$ cat config.mk
export PLATFORM = sky130hd
export DESIGN_NAME = host_top
export DESIGN_NICKNAME = d
export VERILOG_FILES = /design/src/rtl/host_pkg.sv /design/src/rtl/finish_tracker.sv /design/src/rtl/host_ctrl.sv /design/src/rtl/host_resp_reg.sv /design/src/rtl/host_top.sv /design/src/rtl/trace_enable_regs.sv
export VERILOG_INCLUDE_DIRS = /design/src /design/src/rtl
export SDC_FILE = /design/constraint.sdc
export NUM_CORES = 1
export LEC_CHECK = 0
export ABC_AREA = 1
export BUFFER_PORTS_ARGS = -buffer_cell sky130_fd_sc_hd__clkbuf_2
export CAP_MARGIN = 20
export CORE_ASPECT_RATIO = 0.9
export CORE_MARGIN = 2
export CORE_UTILIZATION = 37
export DETAILED_ROUTE_END_ITERATION = 8
export GPL_ROUTABILITY_DRIVEN = 0
export GPL_TIMING_DRIVEN = 0
export HOLD_SLACK_MARGIN = 0.02
export MAX_ROUTING_LAYER = met4
export PLACE_DENSITY = 0.83
export SYNTH_ARGS = -nofsm -noshare
export SYNTH_HDL_FRONTEND = slang
export SYNTH_HIERARCHICAL = 1
export SYNTH_SLANG_ARGS = --single-unit
$ cat constraint.sdc
create_clock -name clk_i -period 1.55 [get_ports clk_i]
set_clock_uncertainty 0.2 [all_clocks]
set_input_delay 0.155 -clock clk_i [delete_from_list [all_inputs] [get_ports clk_i]]
set_output_delay 0.155 -clock clk_i [all_outputs]
set_load 0.1 [all_outputs]
$ cat src/rtl/host_macros.svh
/*
 * Host device build constants
 * Widths, core count, device codes and the mask of traces this build permits
 */

`ifndef HOST_MACROS_SVH
`define HOST_MACROS_SVH

`define HOST_DATA_W 64
`define HOST_ADDR_W 20

// Device code lives in the top bits of the address
`define HOST_DEV_W 4

`define HOST_NUM_CORES 4
`define HOST_CORE_W 2

`define HOST_TRACE_N 12

`define HOST_DEV_TRACE 4'd1
`define HOST_DEV_FINISH 4'd2

// Bit i permits trace enable i (icache is bit 0, device trace is bit 11)
`define HOST_TRACE_ALLOWED 12'b1010_0111_1011

`endif

$ cat src/rtl/host_pkg.sv
/*
 * Host device types
 * Message type, command and response words, the two views of the
 * command address and the named trace enables
 */

`default_nettype none

`include "host_macros.svh"

package host_pkg;

  typedef enum logic {
    e_host_rd = 1'b0,
    e_host_wr = 1'b1
  } host_msg_e;

  // Trace region address: device, padding, enable index
  typedef struct packed {
    logic [`HOST_DEV_W-1:0]                                 dev;
    logic [`HOST_ADDR_W-`HOST_DEV_W-$clog2(`HOST_TRACE_N)-1:0] pad;
    logic [$clog2(`HOST_TRACE_N)-1:0]                       idx;
  } host_trace_addr_s;

  // Finish region address: device, padding, core index
  typedef struct packed {
    logic [`HOST_DEV_W-1:0]                         dev;
    logic [`HOST_ADDR_W-`HOST_DEV_W-`HOST_CORE_W-1:0] pad;
    logic [`HOST_CORE_W-1:0]                        core;
  } host_finish_addr_s;

  typedef union packed {
    host_trace_addr_s  trace;
    host_finish_addr_s finish;
  } host_addr_u;

  typedef struct packed {
    host_msg_e               msg;
    host_addr_u              addr;
    logic [`HOST_DATA_W-1:0] data;
  } host_cmd_s;

  typedef struct packed {
    host_msg_e               msg;
    host_addr_u              addr;
    logic [`HOST_DATA_W-1:0] data;
  } host_resp_s;

  // First field is the MSB, so icache sits at enable index 0
  typedef struct packed {
    logic dev;
    logic cosim;
    logic branch_profile;
    logic pc_profile;
    logic core_profile;
    logic cmt;
    logic vm;
    logic dram;
    logic cce;
    logic lce;
    logic dcache;
    logic icache;
  } trace_en_s;

endpackage

`default_nettype wire

$ cat src/rtl/finish_tracker.sv
/*
 * Finish tracker
 * Sticky finish flag per core and the all-finished level
 */

`default_nettype none

`include "host_macros.svh"

module finish_tracker
  (input  logic                       clk_i
  ,input  logic                       rst_i

  ,input  logic                       wr_i
  ,input  host_pkg::host_cmd_s        cmd_i

  ,output logic [`HOST_NUM_CORES-1:0] finish_o
  ,output logic                       all_finish_o
  ,output logic                       rd_bit_o
  );

  import host_pkg::*;

  logic [`HOST_NUM_CORES-1:0] finish_r;
  logic [`HOST_CORE_W-1:0]    core;

  assign core = cmd_i.addr.finish.core;

  assign finish_o     = finish_r;
  assign all_finish_o = &finish_r;
  assign rd_bit_o     = finish_r[core];

  // Any write marks the core done, data is ignored
  always_ff @(posedge clk_i) begin
    if (rst_i) begin
      finish_r <= '0;
    end else if (wr_i) begin
      finish_r[core] <= 1'b1;
    end
  end

endmodule

`default_nettype wire

$ cat src/rtl/host_ctrl.sv
/*
 * Host command control
 * Idle/respond FSM for single-beat commands, device decode into
 * write strobes and the read select, response valid held until taken
 */

`default_nettype none

`include "host_macros.svh"

module host_ctrl
  (input  logic                clk_i
  ,input  logic                rst_i

  ,input  host_pkg::host_cmd_s cmd_i
  ,input  logic                cmd_v_i
  ,output logic                cmd_ready_o

  ,output logic                resp_v_o
  ,input  logic                resp_ready_i

  ,output logic                trace_wr_o
  ,output logic                finish_wr_o
  ,output logic                capture_o
  // Bit 0 selects the trace read-back, bit 1 the finish read-back
  ,output logic [1:0]          rd_sel_o
  );

  import host_pkg::*;

  typedef enum logic {
    e_idle = 1'b0,
    e_resp = 1'b1
  } state_e;

  state_e state_r, state_n;

  logic                  accept;
  logic                  is_wr;
  logic                  is_trace;
  logic                  is_finish;
  logic [`HOST_DEV_W-1:0] dev;

  assign cmd_ready_o = (state_r == e_idle);
  assign resp_v_o    = (state_r == e_resp);

  assign accept = cmd_v_i & cmd_ready_o;

  // Both address views share the device field
  assign dev       = cmd_i.addr.trace.dev;
  assign is_trace  = (dev == `HOST_DEV_TRACE);
  assign is_finish = (dev == `HOST_DEV_FINISH);
  assign is_wr     = (cmd_i.msg == e_host_wr);

  assign trace_wr_o  = accept & is_wr & is_trace;
  assign finish_wr_o = accept & is_wr & is_finish;
  assign capture_o   = accept;

  // Unknown devices select nothing and so read back zero
  assign rd_sel_o = {is_finish, is_trace};

  always_comb begin
    state_n = state_r;
    case (state_r)
      e_idle: begin
        if (accept) begin
          state_n = e_resp;
        end
      end
      e_resp: begin
        if (resp_ready_i) begin
          state_n = e_idle;
        end
      end
      default: state_n = e_idle;
    endcase
  end

  always_ff @(posedge clk_i) begin
    if (rst_i) begin
      state_r <= e_idle;
    end else begin
      state_r <= state_n;
    end
  end

endmodule

`default_nettype wire

$ cat src/rtl/host_resp_reg.sv
/*
 * Host response register
 * Captures message type, address and read data on accept and holds
 * them while the response waits for ready
 */

`default_nettype none

`include "host_macros.svh"

module host_resp_reg
  (input  logic                 clk_i
  ,input  logic                 rst_i

  ,input  logic                 capture_i
  ,input  host_pkg::host_cmd_s  cmd_i
  ,input  logic [1:0]           rd_sel_i

  ,input  logic                 trace_bit_i
  ,input  logic                 finish_bit_i

  ,output host_pkg::host_resp_s resp_o
  );

  import host_pkg::*;

  host_resp_s resp_r;
  logic       rd_bit;

  // At most one select is set, none for an unknown device
  assign rd_bit = (rd_sel_i[0] & trace_bit_i) | (rd_sel_i[1] & finish_bit_i);

  always_ff @(posedge clk_i) begin
    if (rst_i) begin
      resp_r <= '0;
    end else if (capture_i) begin
      resp_r.msg  <= cmd_i.msg;
      resp_r.addr <= cmd_i.addr;
      if (cmd_i.msg == e_host_rd) begin
        resp_r.data <= {{(`HOST_DATA_W-1){1'b0}}, rd_bit};
      end else begin
        resp_r.data <= '0;
      end
    end
  end

  assign resp_o = resp_r;

endmodule

`default_nettype wire

$ cat src/rtl/host_top.sv
/*
 * Host device top
 * Command control plus trace enables, finish tracking and the
 * response register
 */

`default_nettype none

`include "host_macros.svh"

module host_top
  (input  logic                       clk_i
  ,input  logic                       rst_i

  ,input  host_pkg::host_cmd_s        cmd_i
  ,input  logic                       cmd_v_i
  ,output logic                       cmd_ready_o

  ,output host_pkg::host_resp_s       resp_o
  ,output logic                       resp_v_o
  ,input  logic                       resp_ready_i

  ,output host_pkg::trace_en_s        trace_en_o
  ,output logic [`HOST_NUM_CORES-1:0] finish_o
  ,output logic                       all_finish_o
  );

  logic       trace_wr;
  logic       finish_wr;
  logic       capture;
  logic [1:0] rd_sel;
  logic       trace_bit;
  logic       finish_bit;

  host_ctrl ctrl
    (.clk_i        (clk_i)
    ,.rst_i        (rst_i)
    ,.cmd_i        (cmd_i)
    ,.cmd_v_i      (cmd_v_i)
    ,.cmd_ready_o  (cmd_ready_o)
    ,.resp_v_o     (resp_v_o)
    ,.resp_ready_i (resp_ready_i)
    ,.trace_wr_o   (trace_wr)
    ,.finish_wr_o  (finish_wr)
    ,.capture_o    (capture)
    ,.rd_sel_o     (rd_sel)
    );

  trace_enable_regs trace_regs
    (.clk_i      (clk_i)
    ,.rst_i      (rst_i)
    ,.wr_i       (trace_wr)
    ,.cmd_i      (cmd_i)
    ,.trace_en_o (trace_en_o)
    ,.rd_bit_o   (trace_bit)
    );

  finish_tracker finish
    (.clk_i        (clk_i)
    ,.rst_i        (rst_i)
    ,.wr_i         (finish_wr)
    ,.cmd_i        (cmd_i)
    ,.finish_o     (finish_o)
    ,.all_finish_o (all_finish_o)
    ,.rd_bit_o     (finish_bit)
    );

  host_resp_reg resp_reg
    (.clk_i        (clk_i)
    ,.rst_i        (rst_i)
    ,.capture_i    (capture)
    ,.cmd_i        (cmd_i)
    ,.rd_sel_i     (rd_sel)
    ,.trace_bit_i  (trace_bit)
    ,.finish_bit_i (finish_bit)
    ,.resp_o       (resp_o)
    );

endmodule

`default_nettype wire

$ cat src/rtl/trace_enable_regs.sv
/*
 * Trace enable registers
 * Twelve enable flags written by index, gated by the allowed-trace mask
 */

`default_nettype none

`include "host_macros.svh"

module trace_enable_regs
  (input  logic                clk_i
  ,input  logic                rst_i

  ,input  logic                wr_i
  ,input  host_pkg::host_cmd_s cmd_i

  ,output host_pkg::trace_en_s trace_en_o
  ,output logic                rd_bit_o
  );

  import host_pkg::*;

  localparam int idx_w_lp = $clog2(`HOST_TRACE_N);

  logic [`HOST_TRACE_N-1:0]  en_r;
  logic [`HOST_TRACE_N-1:0]  en_gated;
  logic [(1<<idx_w_lp)-1:0]  rd_vec;
  logic [idx_w_lp-1:0]       idx;

  assign idx = cmd_i.addr.trace.idx;

  // A disallowed trace never shows, whatever was written
  assign en_gated   = en_r & `HOST_TRACE_ALLOWED;
  assign trace_en_o = trace_en_s'(en_gated);

  // Indices past the last enable read as zero
  assign rd_vec   = {{((1<<idx_w_lp)-`HOST_TRACE_N){1'b0}}, en_gated};
  assign rd_bit_o = rd_vec[idx];

  always_ff @(posedge clk_i) begin
    if (rst_i) begin
      en_r <= '0;
    end else if (wr_i && (idx < `HOST_TRACE_N)) begin
      en_r[idx] <= cmd_i.data[0];
    end
  end

endmodule

`default_nettype wire

After elaboration in Yosys (flattened, before gate mapping) --
Index checks and enable logic that the tools add are counted.
Cells by class: $lt $le $gt $ge 5, equality and inequality tests 2, muxes and demuxes 13, bitwise gates (word level) 9, reductions and logical operators 4
Operators by type and width (count):
- $bwmux 12 | 1
- $mux 1 | 7
- $and 1x1->1 | 6
- $lt 4x5->1 const B | 1
- $bmux 1 s4 | 1
- $demux 1 s4 | 1
- $eq 4x1->1 const B | 1
- $eq 4x2->1 const B | 1
- $ge 4x1->1 const B | 1
- $lt 4x4->1 const B | 1
- $or 4x4->4 | 1
- $reduce_and 4->1 | 1
- $logic_and 1x1->1 | 3
- $lt 2x3->1 const B | 1
- $bmux 1 s2 | 1
- $demux 1 s2 | 1
- $ge 2x1->1 const B | 1
- $pmux 1 s2 | 1
- $not 1->1 | 1
- $or 1x1->1 | 1
Storage, ports and cells: flip-flop bits (word level) 102, bits of input ports 89, word-level logic and storage cells 39

Logic depth before layout (Yosys ltp) --
depth in word-level cells 5, mapped depth 10, gate-level depth less buffers 9

Hierarchy --
Netlist, hierarchy kept.
By module, submodules not included:
- host_resp_reg | times used 1, cells each 162, area each 1246.2 um2
- trace_enable_regs | times used 1, cells each 93, area each 568.0 um2
- finish_tracker | times used 1, cells each 30, area each 187.7 um2
- host_ctrl | times used 1, cells each 21, area each 107.6 um2

Least setup slack after synthesis --
No wires, ideal clock.
path kind flip-flop to output port, start point register finish.finish_r[2] (netlist: finish/finish_o[2]), end point output port all_finish_o, data arrival time 3191 ps, data required time 1195 ps, path slack -1996 ps, stages on the path, launching flop included 3, buffers on the path 0, cells stage by stage dfxtp_1 > inv_1 > nor3_1
Between the ends: word-level cells in the longest chain between the ends 1
Ends and longest elaborated chain:
- start: declaration | line finish_tracker.sv:24 | logic [`HOST_NUM_CORES-1:0] finish_r;
- start signal: assignment | line finish_tracker.sv:36 | finish_r <= '0;
- start signal: indexed assignment | line finish_tracker.sv:38 | finish_r[core] <= 1'b1;
- $reduce_and 4->1 | line finish_tracker.sv:30 | assign all_finish_o = &finish_r;
- end: declaration | line host_top.sv:25 | ,output logic all_finish_o
No other way between the ends.

Final worst setup path --
start point register finish.finish_r[3] (netlist: finish/finish_o[3]), end point output port all_finish_o
Same word-level chain as after synthesis.

==> flow_summary.html <==
<table>
<tr><th>Metric</th><th>Value</th></tr>
<tr><th colspan="2">Power and ir drop</th></tr>
<tr><td>Switching power total</td><td>1.53 mW</td></tr>
<tr><td>Proportion of power drawn by flip-flops and latches</td><td>29.7%</td></tr>
<tr><td>Combinational share of power</td><td>44.5%</td></tr>
<tr><td>Switching share of power</td><td>47.8%</td></tr>
<tr><td>Power density cells</td><td>987 nW/um2</td></tr>
<tr><td>Internal Dissipation</td><td>1.67 mW</td></tr>
<tr><td>Portion of total power attributed to the clock network</td><td>25.8%</td></tr>
<tr><td>Max rail drop VDD</td><td>0.581 mV</td></tr>
<tr><td>Leakage power total</td><td>1.77 nW</td></tr>
<tr><th colspan="2">Clock network</th></tr>
<tr><td>Number of buffers added by the clock tree synthesis step</td><td>5</td></tr>
<tr><td>Buffer levels on the longest clock path</td><td>2</td></tr>
<tr><td>Clock slew seen by the registers of the worst setup and hold paths</td><td>0.07 ns</td></tr>
<tr><td>Clock sink total</td><td>35</td></tr>
<tr><td>Number of levels in the clock H-tree</td><td>2</td></tr>
<tr><td>Clock latency at the later pin of the worst-skew pair</td><td>0.29 ns</td></tr>
<tr><td>Clock root buffer</td><td>sky130_fd_sc_hd__clkbuf_8</td></tr>
<tr><td>CTS tree</td><td>done</td></tr>
<tr><th colspan="2">Placement</th></tr>
<tr><td>HPWL Detailed</td><td>3790 um</td></tr>
<tr><td>Total cell area at the placement stage</td><td>2820 um2</td></tr>
<tr><td>Count of placed standard cells including taps</td><td>503</td></tr>
<tr><td>I/O Buffers</td><td>62</td></tr>
<tr><td>Minimum setup slack after placement</td><td>0.0267 ns</td></tr>
<tr><th colspan="2">Cells and area</th></tr>
<tr><td>Sequential cell area</td><td>729 um2</td></tr>
<tr><td>Post-layout net count</td><td>558</td></tr>
<tr><td>Number of antenna diodes</td><td>0</td></tr>
<tr><td>Footprint of the multi-input gates</td><td>1010 um2</td></tr>
<tr><td>Fraction of final layout cells sized beyond drive strength 1</td><td>39.1%</td></tr>
<tr><td>Number of inserted filler cells in the final layout</td><td>487</td></tr>
<tr><td>Core occupancy in the finished layout</td><td>58.0%</td></tr>
<tr><td>Non-filler cells, final</td><td>540</td></tr>
<tr><td>Area overhead of the layout relative to synthesis</td><td>53.8%</td></tr>
<tr><td>Final design area excluding fillers</td><td>3240 um2</td></tr>
<tr><th colspan="2">Routing</th></tr>
<tr><td>Post-route antenna net violation count</td><td>0</td></tr>
<tr><td>Via total after detailed routing</td><td>2225</td></tr>
<tr><td>Via density</td><td>4.12</td></tr>
<tr><td>Per-cell routed wire length</td><td>10.4 um</td></tr>
<tr><td>Drt first-iter violations</td><td>108</td></tr>
<tr><td>Pre-Repair DR Iteration Count</td><td>7</td></tr>
<tr><td>WL final</td><td>5640 um</td></tr>
<tr><td>DR DRC count</td><td>0</td></tr>
<tr><th colspan="2">Hold path</th></tr>
<tr><td>Min-delay worst type</td><td>in -&gt; reg</td></tr>
<tr><td>Hold Path Origin</td><td>cmd_i[65]</td></tr>
<tr><td>Hold path depth</td><td>4</td></tr>
<tr><td>Worst Hold Path EP</td><td>finish/finish_o[0]</td></tr>
<tr><th colspan="2">Floorplan</th></tr>
<tr><td>Ports placed on the boundary</td><td>193</td></tr>
<tr><td>Total Die Area</td><td>6320 um2</td></tr>
<tr><td>Die outline width</td><td>83.6 um</td></tr>
<tr><td>Core box area</td><td>5600 um2</td></tr>
<tr><td>Effective utilization at floorplan</td><td>37.7%</td></tr>
<tr><td>Num rows</td><td>26</td></tr>
<tr><td>Die boundary height</td><td>75.6 um</td></tr>
<tr><th colspan="2">STA</th></tr>
<tr><td>Minimum clock period</td><td>1.49 ns</td></tr>
<tr><td>Setup Total Neg Slack</td><td>0 ns</td></tr>
<tr><td>Setup repair after global routing missed its margin</td><td>false</td></tr>
<tr><td>Setup ws final</td><td>0.0599 ns</td></tr>
<tr><td>Fraction of the cycle the final worst path needs</td><td>96.1%</td></tr>
<tr><td>Slew headroom</td><td>62.1%</td></tr>
<tr><td>Final count of pins violating max slew</td><td>0</td></tr>
<tr><td>Maximum operating frequency</td><td>671 MHz</td></tr>
<tr><td>Final hold violation count</td><td>0</td></tr>
<tr><td>Worst slew pin tran</td><td>0.572 ns</td></tr>
<tr><td>Total setup violations reported at the end of the flow</td><td>0</td></tr>
<tr><th colspan="2">Yosys</th></tr>
<tr><td>Number of instances in the synthesized netlist</td><td>306</td></tr>
<tr><td>Share of cell area taken by muxes after synthesis</td><td>0%</td></tr>
<tr><td>Average instance area after synthesis</td><td>6.89 um2</td></tr>
<tr><td>Part of the Yosys area used for sequential elements</td><td>33.2%</td></tr>
<tr><td>Synthesized-area fraction occupied by and/or/nand/nor cells</td><td>27.5%</td></tr>
<tr><td>Flip-flop and latch count after synthesis</td><td>35</td></tr>
<tr><td>Compound-gate portion of the synthesized area</td><td>6.64%</td></tr>
<tr><td>Main combinational cell family by area after synthesis</td><td>buffers and inverters</td></tr>
<tr><td>YS warnings</td><td>6</td></tr>
<tr><td>Count of distinct cell types in the synthesized netlist</td><td>18</td></tr>
<tr><td>Cell Area, Synth</td><td>2110 um2</td></tr>
<tr><td>Post-Synth XOR/XNOR Area</td><td>0%</td></tr>
<tr><td>Synth Area in Adders</td><td>0%</td></tr>
<tr><th colspan="2">Setup path</th></tr>
<tr><td>Startpoint-to-endpoint class of the critical path</td><td>reg -&gt; out</td></tr>
<tr><td>Arrival time of the worst setup path</td><td>1.14 ns</td></tr>
<tr><td>Worst-case reg-to-reg path depth</td><td>7</td></tr>
<tr><td>Required time reported for the critical path endpoint</td><td>1.19 ns</td></tr>
<tr><td>Endpoint of the worst-slack reg-to-reg timing path</td><td>trace_regs/en_r[3]</td></tr>
<tr><td>Max Fanout on Critical Path</td><td>4</td></tr>
<tr><td>Worst reg2reg path startpoint</td><td>ctrl/resp_v_o</td></tr>
<tr><td>Kind of start point of the critical path</td><td>flip-flop</td></tr>
<tr><td>Type of destination of the critical path</td><td>output pin</td></tr>
<tr><td>FF-to-FF setup slack</td><td>0.10 ns</td></tr>
<tr><th colspan="2">Global route</th></tr>
<tr><td>Antenna violations before repair</td><td>0</td></tr>
<tr><td>Wire length of the first global-routing pass</td><td>8130 um</td></tr>
<tr><td>Number of global-route vias before repair</td><td>1775</td></tr>
<tr><td>Maximum number of pins on one net before global-route repair</td><td>13</td></tr>
<tr><td>Total routing resource utilization after global routing</td><td>16.5%</td></tr>
<tr><td>Overflow left after global routing</td><td>0</td></tr>
<tr><th colspan="2">Status</th></tr>
<tr><td>Result of the run</td><td>finished clean</td></tr>
<tr><th colspan="2">Flow run</th></tr>
<tr><td>Number of violations of the max-capacitance limit</td><td>0</td></tr>
</table>
-- cell families (layout without fill, tap and decap cells) --
logic type	after synthesis	in the layout
AND/OR/NAND/NOR	138	138
flip-flops	35	35
other	2	67
AO/OA/AOI/OAI	28	28
buffers and inverters	103	202
-- layer usage --
layer	routed length [um]	global-route usage, %
met1	2290	19.7
met2	2740	27.2
met3	399	3.03
met4	205	8.24
met5	0	-
-- metrics by stage --
stage	total power, mW	hold slack, ns
detailed placement	2.32	0.194
global placement	2.31	0.189
finish	3.20	0.0176
CTS	3.19	0.0264
global route	3.31	0.0482
floorplan	2.20	0.0144
-- synthesized netlist by cell type --
library cell	n	area, um2
sky130_fd_sc_hd__nor2_1	23	86.3
sky130_fd_sc_hd__nor3_1	2	10.0
sky130_fd_sc_hd__inv_1	18	67.6
sky130_fd_sc_hd__nand2_2	3	18.8
sky130_fd_sc_hd__dfxtp_1	35	701
sky130_fd_sc_hd__nand3_2	1	10.0
sky130_fd_sc_hd__conb_1	2	7.51
sky130_fd_sc_hd__buf_6	2	22.5
sky130_fd_sc_hd__buf_4	74	556
sky130_fd_sc_hd__nor2_2	5	31.3
sky130_fd_sc_hd__nor2_4	1	11.3
sky130_fd_sc_hd__inv_2	7	26.3
sky130_fd_sc_hd__nand4_1	3	18.8
sky130_fd_sc_hd__buf_1	1	3.75
sky130_fd_sc_hd__buf_2	1	5.00
sky130_fd_sc_hd__a21oi_1	28	140
sky130_fd_sc_hd__nand2_1	85	319
sky130_fd_sc_hd__nand3_1	15	75.1
-- worst max path at each step --
stage | to | start | cells after the start | slack (ns)
2_1_floorplan | all_finish_o | finish/finish_o[3] | 2 | -0.26
3_3_place_gp | resp_reg/resp_o[0] | cmd_i[64] | 11 | 0.10
3_5_place_dp | resp_reg/resp_o[0] | cmd_i[64] | 11 | 0.03
4_1_cts | all_finish_o | finish/finish_o[3] | 3 | 0.03
5_1_grt | resp_reg/resp_o[64] | cmd_v_i | 8 | 0.005
6_report | all_finish_o | finish/finish_o[3] | 3 | 0.06
-- critical path, stage by stage, from the launching register on --
cell and delay [ns]:
sky130_fd_sc_hd__dfxtp_4 0.37, sky130_fd_sc_hd__nand2_2 0.07, sky130_fd_sc_hd__nor3_4 0.21, sky130_fd_sc_hd__buf_12 0.20
-- state kept, by name (all words and copies together) (netlist names) --
| name | cells |
|---|---|
| ctrl/resp_v_o | 1 |
| finish/finish_o | 4 |
| resp_reg/resp_o | 22 |
| trace_regs/en_r | 8 |
-- power by group through the flow --
stage	logic (mW)	registers [mW]	clock network, mW
after floorplan	0.978	1.22	0
after global placement	1.34	0.968	0
after detailed placement	1.35	0.969	0
after CTS	1.40	0.949	0.839
after global routing	1.47	0.955	0.886
final	1.42	0.951	0.825
-- cells in the final DEF (no fill, tap or decap), drive strengths merged --
| master | n |
|---|---|
| clkbuf | 64 |
| buf | 82 |
| nand2 | 88 |
| dfxtp | 35 |
| nand3 | 16 |
| conb | 67 |
| inv | 25 |
| bufinv | 1 |
| clkinv | 2 |
| nor3 | 2 |
| a21oi | 28 |
| nor2 | 29 |
| dlygate4sd3 | 28 |
| nand4 | 3 |
-- what timing repair did --
action / 4_1_cts / 5_1_grt
pin swaps: 0 / 1
resized for setup: 2 / 5
gates cloned: 0 / 0
setup endpoints to repair: 1 / 7
hold buffers: 27 / 2
hold endpoints to repair: 27 / 1
setup buffers: 0 / 1
-- final cells by class --
type                       instances  share of cell area (%)
multi-input combinational        233                    31.1
sequential                        35                    22.5
timing repair buffer              91                    18.9
buffer                            78                    18.1
inverter                          25                    3.28
tap                               70                    2.70
clock buffer                       5                    2.12
clock inverter                     3                    1.35
No activity file was read; power rests on OpenSTA's default activity.
